## config.mk

```make
export PLATFORM = sky130hd
export DESIGN_NAME = settings_fifo_ctrl
export DESIGN_NICKNAME = d
export VERILOG_FILES = /design/src/verilog/settings_cmd_pkg.sv /design/src/verilog/vita_frame_pkg.sv /design/src/verilog/settings_fifo_ctrl.sv /design/src/verilog/ack_framer.sv /design/src/verilog/cmd_executor.sv /design/src/verilog/vita_cmd_parser.sv /design/src/verilog/sync_fifo.sv
export VERILOG_INCLUDE_DIRS = /design/src /design/src/verilog
export SDC_FILE = /design/constraint.sdc
export NUM_CORES = 1
export LEC_CHECK = 0
export BUFFER_PORTS_ARGS = -buffer_cell sky130_fd_sc_hd__buf_2
export CAP_MARGIN = 20
export CORE_MARGIN = 2
export CORE_UTILIZATION = 50
export DETAILED_ROUTE_END_ITERATION = 12
export GPL_TIMING_DRIVEN = 1
export PLACE_DENSITY = 0.77
export SKIP_CTS_REPAIR_TIMING = 1
export SKIP_LAST_GASP = 1
export SLEW_MARGIN = 40
export SYNTH_ARGS = -nofsm -noshare
export SYNTH_HDL_FRONTEND = slang
export SYNTH_SLANG_ARGS = --single-unit
```

## constraint.sdc

```tcl
create_clock -name clock -period 5.5 [get_ports clock]
set_input_delay 1.1 -clock clock [delete_from_list [all_inputs] [get_ports clock]]
set_output_delay 1.1 -clock clock [all_outputs]
set_load 0.02 [all_outputs]
```

## src/verilog/settings_ctrl_macros.svh

```systemverilog
// --------------------
// settings controller build constants
// fifo sizing, ack addressing and entry widths
// --------------------
`ifndef SETTINGS_CTRL_MACROS_SVH
`define SETTINGS_CTRL_MACROS_SVH

// fifo address width, 2 gives four entries
`define SFC_FIFO_AW 2
// protocol framer destination in the ack header
`define SFC_PROT_DEST 2'd0
// stream id carried in the third ack word
`define SFC_ACK_SID 32'h0000_0ac4
// sixteen readback words of 32 bits
`define SFC_RB_WORDS 16
// command entry: ticks, header, data, has-time
`define SFC_CMD_W 129
// result entry: header, readback data
`define SFC_RES_W 64

`endif
```

## src/verilog/settings_cmd_pkg.sv

```systemverilog
// --------------------
// command header word, poke and peek decodings
// --------------------
package settings_cmd_pkg;

    // poke view, write set_addr on the settings bus
    typedef struct packed {
        logic [11:0] rsvd_hi;
        logic [3:0]  seq;
        logic [6:0]  rsvd_lo;
        logic        poke;
        logic [7:0]  set_addr;
    } cmd_poke_t;

    // peek view, low nibble picks a readback word
    typedef struct packed {
        logic [11:0] rsvd_hi;
        logic [3:0]  seq;
        logic [11:0] rsvd_lo;
        logic [3:0]  rb_sel;
    } cmd_peek_t;

    // one header word, both views overlap
    typedef union packed {
        cmd_poke_t poke;
        cmd_peek_t peek;
    } cmd_hdr_t;

endpackage

```

## src/verilog/vita_frame_pkg.sv

```systemverilog
// --------------------
// frame word and vita header bit positions
// --------------------
package vita_frame_pkg;

    // 36-bit frame word, sof and eof above the payload
    localparam int FRAME_W = 36;
    localparam int SOF_BIT = 32;
    localparam int EOF_BIT = 33;

    // optional field flags in the vita header word
    localparam int HAS_SID_BIT = 28;
    localparam int HAS_CID_BIT = 27;
    localparam int TSI_HI = 23;
    localparam int TSI_LO = 22;
    localparam int TSF_HI = 21;
    localparam int TSF_LO = 20;

    // --------------------
    // acknowledge packet constants
    // --------------------
    // packet type prefix of the ack vita header
    localparam logic [11:0] ACK_VRT_TYPE = 12'b0101_0000_0000;
    // ack vita packet length in words
    localparam logic [15:0] ACK_VRT_WORDS = 16'd4;
    // bytes following the protocol header
    localparam logic [15:0] ACK_PROT_BYTES = 16'd16;

endpackage

```

## src/verilog/settings_fifo_ctrl.sv

```systemverilog
// --------------------
// settings and readback controller
// command packets in, bus strobes and ack packets out
// --------------------
`timescale 1ns/1ps
`include "settings_ctrl_macros.svh"

module settings_fifo_ctrl (
    input  logic                                clock,
    input  logic                                reset,
    input  logic                                clear,
    input  logic [vita_frame_pkg::FRAME_W-1:0]  in_data,
    input  logic                                in_valid,
    output logic                                in_ready,
    output logic [vita_frame_pkg::FRAME_W-1:0]  out_data,
    output logic                                out_valid,
    input  logic                                out_ready,
    output logic                                strobe,
    output logic [7:0]                          addr,
    output logic [31:0]                         data,
    input  logic [63:0]                         vita_time,
    input  logic                                periph_ready,
    input  logic [`SFC_RB_WORDS*32-1:0]         rb_words
);

    // --------------------
    // command path
    // --------------------
    logic [`SFC_CMD_W-1:0] cmd_wdata;
    logic [`SFC_CMD_W-1:0] cmd_rdata;
    logic cmd_write, cmd_full, cmd_read, cmd_empty;

    // --------------------
    // result path
    // --------------------
    logic [`SFC_RES_W-1:0] res_wdata;
    logic [`SFC_RES_W-1:0] res_rdata;
    logic res_write, res_full, res_read, res_empty;

    vita_cmd_parser parser0 (
        .clock(clock), .reset(reset),
        .in_data(in_data), .in_valid(in_valid), .in_ready(in_ready),
        .cmd_wdata(cmd_wdata), .cmd_write(cmd_write), .cmd_full(cmd_full)
    );

    sync_fifo #(.WIDTH(`SFC_CMD_W), .AW(`SFC_FIFO_AW)) cmd_fifo (
        .clock(clock), .reset(reset), .clear(clear),
        .wdata(cmd_wdata), .write(cmd_write), .full(cmd_full),
        .rdata(cmd_rdata), .read(cmd_read), .empty(cmd_empty)
    );

    cmd_executor exec0 (
        .clock(clock), .reset(reset), .clear(clear),
        .cmd_rdata(cmd_rdata), .cmd_empty(cmd_empty), .cmd_read(cmd_read),
        .vita_time(vita_time), .periph_ready(periph_ready), .rb_words(rb_words),
        .res_wdata(res_wdata), .res_write(res_write), .res_full(res_full),
        .strobe(strobe), .addr(addr), .data(data)
    );

    sync_fifo #(.WIDTH(`SFC_RES_W), .AW(`SFC_FIFO_AW)) res_fifo (
        .clock(clock), .reset(reset), .clear(clear),
        .wdata(res_wdata), .write(res_write), .full(res_full),
        .rdata(res_rdata), .read(res_read), .empty(res_empty)
    );

    ack_framer framer0 (
        .clock(clock), .reset(reset),
        .res_rdata(res_rdata), .res_empty(res_empty), .res_read(res_read),
        .out_data(out_data), .out_valid(out_valid), .out_ready(out_ready)
    );

endmodule

```

## src/verilog/ack_framer.sv

```systemverilog
// --------------------
// acknowledge framer
// five frame words per result entry
// --------------------
`timescale 1ns/1ps
`include "settings_ctrl_macros.svh"

module ack_framer (
    input  logic                                clock,
    input  logic                                reset,
    input  logic [`SFC_RES_W-1:0]               res_rdata,
    input  logic                                res_empty,
    output logic                                res_read,
    output logic [vita_frame_pkg::FRAME_W-1:0]  out_data,
    output logic                                out_valid,
    input  logic                                out_ready
);
    import vita_frame_pkg::*;
    import settings_cmd_pkg::*;

    localparam logic [2:0] W_PROT = 3'd0;
    localparam logic [2:0] W_VRT = 3'd1;
    localparam logic [2:0] W_SID = 3'd2;
    localparam logic [2:0] W_HDR = 3'd3;
    localparam logic [2:0] W_DATA = 3'd4;

    logic [2:0] word_cnt;
    cmd_hdr_t res_hdr;
    logic [31:0] res_data;
    logic [31:0] word;
    logic writing;
    logic last;

    assign {res_hdr, res_data} = res_rdata;
    assign out_valid = !res_empty;
    assign writing = out_valid && out_ready;
    assign last = (word_cnt == W_DATA);
    // eof transfer retires the result
    assign res_read = writing && last;

    always_ff @(posedge clock) begin
        if (reset) word_cnt <= W_PROT;
        else if (writing) word_cnt <= last ? W_PROT : word_cnt + 3'd1;
    end

    // payload per word position
    always_comb begin
        case (word_cnt)
            // length, frame bit, destination
            W_PROT: word = {13'd0, `SFC_PROT_DEST, 1'b1, ACK_PROT_BYTES};
            W_VRT: word = {ACK_VRT_TYPE, res_hdr.peek.seq, ACK_VRT_WORDS};
            W_SID: word = `SFC_ACK_SID;
            W_HDR: word = res_hdr;
            default: word = res_data;
        endcase
    end

    always_comb begin
        out_data = '0;
        out_data[31:0] = word;
        out_data[SOF_BIT] = (word_cnt == W_PROT);
        out_data[EOF_BIT] = last;
    end

endmodule

```

## src/verilog/cmd_executor.sv

```systemverilog
// --------------------
// command executor
// waits for time and readiness, pokes the bus, queues the result
// --------------------
`timescale 1ns/1ps
`include "settings_ctrl_macros.svh"

module cmd_executor (
    input  logic                         clock,
    input  logic                         reset,
    input  logic                         clear,
    input  logic [`SFC_CMD_W-1:0]        cmd_rdata,
    input  logic                         cmd_empty,
    output logic                         cmd_read,
    input  logic [63:0]                  vita_time,
    input  logic                         periph_ready,
    input  logic [`SFC_RB_WORDS*32-1:0]  rb_words,
    output logic [`SFC_RES_W-1:0]        res_wdata,
    output logic                         res_write,
    input  logic                         res_full,
    output logic                         strobe,
    output logic [7:0]                   addr,
    output logic [31:0]                  data
);
    import settings_cmd_pkg::*;

    localparam logic S_LOAD = 1'b0;
    localparam logic S_EVENT = 1'b1;

    logic state;
    // fifo head fields
    logic [63:0] head_ticks;
    cmd_hdr_t head_hdr;
    logic [31:0] head_data;
    logic head_has_time;
    // loaded command
    logic [63:0] ticks_reg;
    cmd_hdr_t hdr_reg;
    logic [31:0] data_reg;
    logic has_time_reg;
    logic [31:0] rb_data;
    logic time_ready;
    logic action;
    logic strobe_reg;

    assign {head_ticks, head_hdr, head_data, head_has_time} = cmd_rdata;

    // untimed and late commands go at once
    assign time_ready = !has_time_reg || (vita_time >= ticks_reg);
    assign action = (state == S_EVENT) && !res_full && periph_ready && time_ready;

    // pop and push on the same cycle
    assign cmd_read = action;
    assign res_write = action;
    assign res_wdata = {hdr_reg, rb_data};

    // --------------------
    // load / event
    // --------------------
    always_ff @(posedge clock) begin
        if (reset || clear) begin
            state <= S_LOAD;
        end else if (state == S_LOAD) begin
            if (!cmd_empty) state <= S_EVENT;
        end else if (action) begin
            state <= S_LOAD;
        end
    end

    // head capture and readback select while loading
    always_ff @(posedge clock) begin
        if (state == S_LOAD) begin
            ticks_reg <= head_ticks;
            hdr_reg <= head_hdr;
            data_reg <= head_data;
            has_time_reg <= head_has_time;
            rb_data <= rb_words[head_hdr.peek.rb_sel*32 +: 32];
        end
    end

    // strobe rises the cycle after a poke action
    always_ff @(posedge clock) begin
        if (reset || clear) strobe_reg <= 1'b0;
        else strobe_reg <= action && hdr_reg.poke.poke;
    end

    assign strobe = strobe_reg;
    assign addr = hdr_reg.poke.set_addr;
    assign data = data_reg;

    // the loaded command stays at the fifo head until its action
    a_head_held: assert property (@(posedge clock) disable iff (reset)
        (state == S_EVENT) |-> !cmd_empty);

endmodule

```

## src/verilog/vita_cmd_parser.sv

```systemverilog
// --------------------
// command packet parser
// walks the vita header and optional fields
// one command fifo entry per packet
// --------------------
`timescale 1ns/1ps
`include "settings_ctrl_macros.svh"

module vita_cmd_parser (
    input  logic                                clock,
    input  logic                                reset,
    input  logic [vita_frame_pkg::FRAME_W-1:0]  in_data,
    input  logic                                in_valid,
    output logic                                in_ready,
    output logic [`SFC_CMD_W-1:0]               cmd_wdata,
    output logic                                cmd_write,
    input  logic                                cmd_full
);
    import vita_frame_pkg::*;

    localparam logic [3:0] S_LINE0    = 4'd0;
    localparam logic [3:0] S_VITA_HDR = 4'd1;
    localparam logic [3:0] S_SID      = 4'd2;
    localparam logic [3:0] S_CID0     = 4'd3;
    localparam logic [3:0] S_CID1     = 4'd4;
    localparam logic [3:0] S_TSI      = 4'd5;
    localparam logic [3:0] S_TSF0     = 4'd6;
    localparam logic [3:0] S_TSF1     = 4'd7;
    localparam logic [3:0] S_CMD_HDR  = 4'd8;
    localparam logic [3:0] S_DATA     = 4'd9;
    localparam logic [3:0] S_WAIT_EOF = 4'd10;
    localparam logic [3:0] S_STORE    = 4'd11;

    logic [3:0] state;
    logic reading;
    logic in_sid, in_cid, in_tsi, in_tsf, in_eof;
    // flags from the vita header word
    logic has_cid_reg, has_tsi_reg, has_tsf_reg;
    logic [63:0] ticks_reg;
    logic [31:0] hdr_reg;
    logic [31:0] data_reg;

    // first optional field still to come or the command header
    function automatic logic [3:0] next_field(input logic sid, input logic cid,
                                              input logic tsi, input logic tsf);
        if (sid) return S_SID;
        if (cid) return S_CID0;
        if (tsi) return S_TSI;
        if (tsf) return S_TSF0;
        return S_CMD_HDR;
    endfunction

    assign reading = in_valid && in_ready;
    assign in_sid = in_data[HAS_SID_BIT];
    assign in_cid = in_data[HAS_CID_BIT];
    assign in_tsi = |in_data[TSI_HI:TSI_LO];
    assign in_tsf = |in_data[TSF_HI:TSF_LO];
    assign in_eof = in_data[EOF_BIT];

    // only the store state blocks input
    assign in_ready = (state != S_STORE);
    assign cmd_write = (state == S_STORE) && !cmd_full;
    assign cmd_wdata = {ticks_reg, hdr_reg, data_reg, has_tsf_reg};

    // --------------------
    // packet walk
    // --------------------
    always_ff @(posedge clock) begin
        if (reset) begin
            state <= S_LINE0;
        end else begin
            case (state)
                S_LINE0: if (reading) state <= S_VITA_HDR;
                // live flags pick the first field
                S_VITA_HDR: if (reading) state <= next_field(in_sid, in_cid, in_tsi, in_tsf);
                S_SID: if (reading) state <= next_field(1'b0, has_cid_reg, has_tsi_reg, has_tsf_reg);
                S_CID0: if (reading) state <= S_CID1;
                S_CID1: if (reading) state <= next_field(1'b0, 1'b0, has_tsi_reg, has_tsf_reg);
                S_TSI: if (reading) state <= next_field(1'b0, 1'b0, 1'b0, has_tsf_reg);
                S_TSF0: if (reading) state <= S_TSF1;
                S_TSF1: if (reading) state <= S_CMD_HDR;
                S_CMD_HDR: if (reading) state <= S_DATA;
                // extra payload words get swallowed until eof
                S_DATA: if (reading) state <= in_eof ? S_STORE : S_WAIT_EOF;
                S_WAIT_EOF: if (reading && in_eof) state <= S_STORE;
                S_STORE: if (!cmd_full) state <= S_LINE0;
                default: state <= S_LINE0;
            endcase
        end
    end

    // field capture from the payload bits
    always_ff @(posedge clock) begin
        if (reading) begin
            case (state)
                S_VITA_HDR: begin
                    has_cid_reg <= in_cid;
                    has_tsi_reg <= in_tsi;
                    has_tsf_reg <= in_tsf;
                end
                S_TSF0: ticks_reg[63:32] <= in_data[31:0];
                S_TSF1: ticks_reg[31:0] <= in_data[31:0];
                S_CMD_HDR: hdr_reg <= in_data[31:0];
                S_DATA: data_reg <= in_data[31:0];
                default: ;
            endcase
        end
    end

    // a new packet begins only in line 0 and the walk ends with its eof
    a_sof_align: assert property (@(posedge clock) disable iff (reset)
        reading |-> (in_data[SOF_BIT] == (state == S_LINE0)));

endmodule

```

## src/verilog/sync_fifo.sv

```systemverilog
// --------------------
// synchronous fifo with count based flags
// --------------------
`timescale 1ns/1ps

module sync_fifo #(
    parameter int WIDTH = 32,
    parameter int AW = 2
) (
    input  logic             clock,
    input  logic             reset,
    input  logic             clear,
    input  logic [WIDTH-1:0] wdata,
    input  logic             write,
    output logic             full,
    output logic [WIDTH-1:0] rdata,
    input  logic             read,
    output logic             empty
);

    logic [WIDTH-1:0] mem [2**AW];
    logic [AW-1:0] wr_ptr;
    logic [AW-1:0] rd_ptr;
    // one extra bit, msb set only at 2**AW entries
    logic [AW:0] count;

    assign full = count[AW];
    assign empty = (count == '0);
    // head is always visible
    assign rdata = mem[rd_ptr];

    always_ff @(posedge clock) begin
        if (write && !full) begin
            mem[wr_ptr] <= wdata;
        end
    end

    always_ff @(posedge clock) begin
        if (reset || clear) begin
            wr_ptr <= '0;
            rd_ptr <= '0;
            count <= '0;
        end else begin
            if (write && !full) wr_ptr <= wr_ptr + 1'b1;
            if (read && !empty) rd_ptr <= rd_ptr + 1'b1;
            // simultaneous push and pop leaves the count alone
            count <= count + (AW+1)'(write && !full) - (AW+1)'(read && !empty);
        end
    end

    a_no_overflow: assert property (@(posedge clock) disable iff (reset) write |-> !full);
    a_no_underflow: assert property (@(posedge clock) disable iff (reset) read |-> !empty);

endmodule

```

==> run summary <==
Status
• status: complete, no violations

Timing
• final hold violation count: 0
• sum of negative setup slack: 0 ps
• final count of negative-setup-slack endpoints: 0
• crit path time final: 4290 ps
• Final period util: 0.779
• Slew @ Worst Pin: 830 ps
• achievable clock frequency: 0.233 GHz
• Clock Skews: 68.5 ps
• Slew Limit Headroom: 0.447
• Max Transition Viols Final: 0
• setup repair after global routing missed its margin: false

Floorplanning
• placeable core area: 86900 µm²
• Die Area: 90300 µm²
• number of rows in the core area: 108
• total I/O pin count: 697
• overall die height: 301 µm
• initial cell density of the core: 0.506
• Horiz. Die Dim: 301 µm

GRT
• maximum number of pins on one net before global-route repair: 81
• via count of the first global-routing pass: 24232
• GRT Resource Usage Total: 0.286
• wire length of the first global-routing pass: 179000 µm
• initial antenna violation count: 68
• global route total overflow: 0

Layout
• fraction of final layout cells sized beyond drive strength 1: 0.451
• largest register by flop count: cmd_fifo.mem
• commonest non-fill, non-tap cell in the layout: sky130_fd_sc_hd__edfxtp_1
• top flop regs: cmd_fifo.mem x516, res_fifo.mem x256
• synthesis-to-finish area growth: 20.0%
• most frequent cells in the layout: sky130_fd_sc_hd__edfxtp_1 (1064), sky130_fd_sc_hd__buf_2 (691), sky130_fd_sc_hd__mux4_2 (350)
• Largest register FFs: 516
• final std cell area, no fill: 52700 µm²
• layout net count: 3449

Logic synthesis
• number of enable flip-flop cells after synthesis: 1064
• area share of the largest cell type after synthesis: 0.727
• Syn. warnings: 0
• distinct cell type count after synthesis: 49
• Avg Inst Size Synth: 22.0 µm²
• mapped cell area: 44000 µm²
• dominant cells by area after synthesis: sky130_fd_sc_hd__edfxtp_1 (73%), sky130_fd_sc_hd__mux4_2 (18%), sky130_fd_sc_hd__ha_1 (2.3%)
• library cell with the largest summed area after synthesis: sky130_fd_sc_hd__edfxtp_1
• ys async rst share: 0
• Cells after Synth: 1997
• most used flip-flop cell after synthesis: sky130_fd_sc_hd__edfxtp_1
• Seq cells post-synth: 1091
• sequential element share of the synthesized area: 0.739

Place
• half-perimeter wire length after detailed placement: 93900 µm
• weighted congestion at the end of routability-driven global placement: 0.959
• post-place instance area: 49100 µm²
• Port Buf Inserts: 691

Min path
• path category of the worst min-delay check: reg -> reg
• HP Start: parser0.ticks_reg[38]
• Hold EP: cmd_fifo.mem[0][103]
• cell depth of the worst min-delay path: 0

Worst setup path
• required time reported for the critical path endpoint: 4400 ps
• critical path type: reg -> out
• R2R Path End: cmd_fifo.count[2]
• CP endpoint kind: output port
• launch point of the critical path: framer0.word_cnt[0]
• type of element launching the critical path: register
• Critical R2R Launch: exec0.ticks_reg[0]
• Critical Path AT: 3190 ps
• maximum fanout encountered on the critical timing path: 16
• R2R Setup Slk: 1500 ps
• number of cells traversed by the worst register-to-register path: 14

Pwr
• leakage: 0.0185 µW
• net switching component of the power: 3330 µW
• total internal power: 13400 µW
• fraction of power consumed by combinational cells: 0.031
• sequential cell fraction of total power: 0.540
• Max VDD drop: 0.000284 V
• clock power share: 0.429
• Sw Share: 0.199
• power density over the cells: 318 nW/µm²

Clocking
• level count of the clock H-tree: 3
• clock sink count: 1091
• Max Root-Sink Buffers: 3
• root buffer cell: sky130_fd_sc_hd__clkbuf_16
• Clock Pin Slew Worst Setup and Hold Paths: 70 ps
• clock tree from TritonCTS: done
• TritonCTS Buffers: 102
• clock latency at the later pin of the worst-skew pair: 700 ps

Detailed routing
• Routed WL per cell: 32.3 µm
• routed via count divided by cell count: 5.90
• first-pass iteration count of the detailed router: 5
• number of DRC markers in iteration 0: 2339
• total vias in the final route: 23667
• DRC viols: 0
• Post-DRT Antenna Nets: 0
• post-detailed-routing wire length: 130000 µm

Job
• max cap viols: 0

-- cells in the mapped netlist, types with 5 or more instances --
cell	count
sky130_fd_sc_hd__clkbuf_1	45
sky130_fd_sc_hd__nor2_1	32
sky130_fd_sc_hd__a221oi_1	5
sky130_fd_sc_hd__buf_1	18
sky130_fd_sc_hd__and4_1	5
sky130_fd_sc_hd__mux4_2	353
sky130_fd_sc_hd__and3_1	7
sky130_fd_sc_hd__nand2b_1	6
sky130_fd_sc_hd__a211oi_1	6
sky130_fd_sc_hd__inv_1	86
sky130_fd_sc_hd__and2_1	9
sky130_fd_sc_hd__a21oi_1	36
sky130_fd_sc_hd__o21ai_0	20
sky130_fd_sc_hd__nand3_1	10
sky130_fd_sc_hd__edfxtp_1	1064
sky130_fd_sc_hd__dfxtp_1	27
sky130_fd_sc_hd__buf_4	21
sky130_fd_sc_hd__nand4_1	7
sky130_fd_sc_hd__xnor2_1	6
sky130_fd_sc_hd__nand2_1	47
sky130_fd_sc_hd__a22oi_1	8
sky130_fd_sc_hd__nor3_1	9
sky130_fd_sc_hd__buf_2	16
sky130_fd_sc_hd__a22o_1	23
sky130_fd_sc_hd__ha_1	81
-- routing by layer --
metal | routed length, µm | GRT usage | up-vias
met4 | 5490 | 0.106 | 34
met1 | 47700 | 0.365 | 12304
met5 | 219 | 0 | -
met2 | 66500 | 0.489 | 1143
li1 | - | - | 9929
met3 | 9680 | 0.0541 | 257
-- worst max-delay path by stage --
stage                         end  cells after the start
3_3_place_gp    cmd_fifo.count[2]                     14
4_1_cts              out_data[13]                      7
3_5_place_dp    cmd_fifo.count[2]                     16
6_report             out_data[13]                      7
5_1_grt              out_data[13]                      8
2_1_floorplan  cmd_fifo.mem[1][0]                      4
-- per-stage QoR --
step | hold slack (ps) | setup slack, ps | cells | total power [µW] | utilization
after floorplan | 453 | 661 | 1998 | 9370 | -
after global placement | 464 | 786 | 3786 | 9730 | 0.563
after detailed placement | 480 | 773 | 3797 | 9740 | 0.565
after CTS | 488 | 1180 | 3988 | 16900 | 0.606
after global routing | 505 | 1140 | 4000 | 17200 | 0.606
final | 490 | 1210 | 4014 | 16800 | 0.607
-- power by group through the flow --
| stage | Combinational (µW) | Sequential, µW | Clock, µW |
|---|---|---|---|
| 2_1_floorplan | 152 | 9220 | 0 |
| 3_3_place_gp | 506 | 9220 | 0 |
| 3_5_place_dp | 516 | 9220 | 0 |
| 4_1_cts | 520 | 9050 | 7310 |
| 5_1_grt | 546 | 9040 | 7610 |
| 6_report | 520 | 9050 | 7200 |
-- cell type report --
| cell class | instances | area [µm²] |
|---|---|---|
| Antenna cell | 24 | 60.1 |
| Multi-Input combinational cell | 718 | 10700 |
| Clock inverter | 64 | 752 |
| Timing Repair Buffer | 747 | 4160 |
| Inverter | 88 | 338 |
| Tap cell | 1155 | 1450 |
| Sequential cell | 1091 | 32500 |
| Fill cell | 6054 | 34200 |
| Clock buffer | 127 | 2740 |
-- cells by family after synthesis --
kind of cell	count (synthesis)	share of synthesized area
AO/OA/AOI/OAI	122	0.0188
XOR/XNOR	7	0.00139
adder cells (fa/ha/maj)	83	0.0240
buffers and inverters	189	0.0186
flip-flops	1091	0.739
multiplexers	357	0.182
other	1	0.0000853
AND/OR/NAND/NOR	147	0.0163
-- critical path, stage by stage, from the launching register on --
cell and delay [ps]:
sky130_fd_sc_hd__dfxtp_1 350, sky130_fd_sc_hd__ha_1 220, sky130_fd_sc_hd__ha_2 180, sky130_fd_sc_hd__nand2b_1 350
sky130_fd_sc_hd__nor2_4 550, sky130_fd_sc_hd__buf_16 220, sky130_fd_sc_hd__a22o_1 390, sky130_fd_sc_hd__buf_2 250
Power figures use the tool's default switching activity.
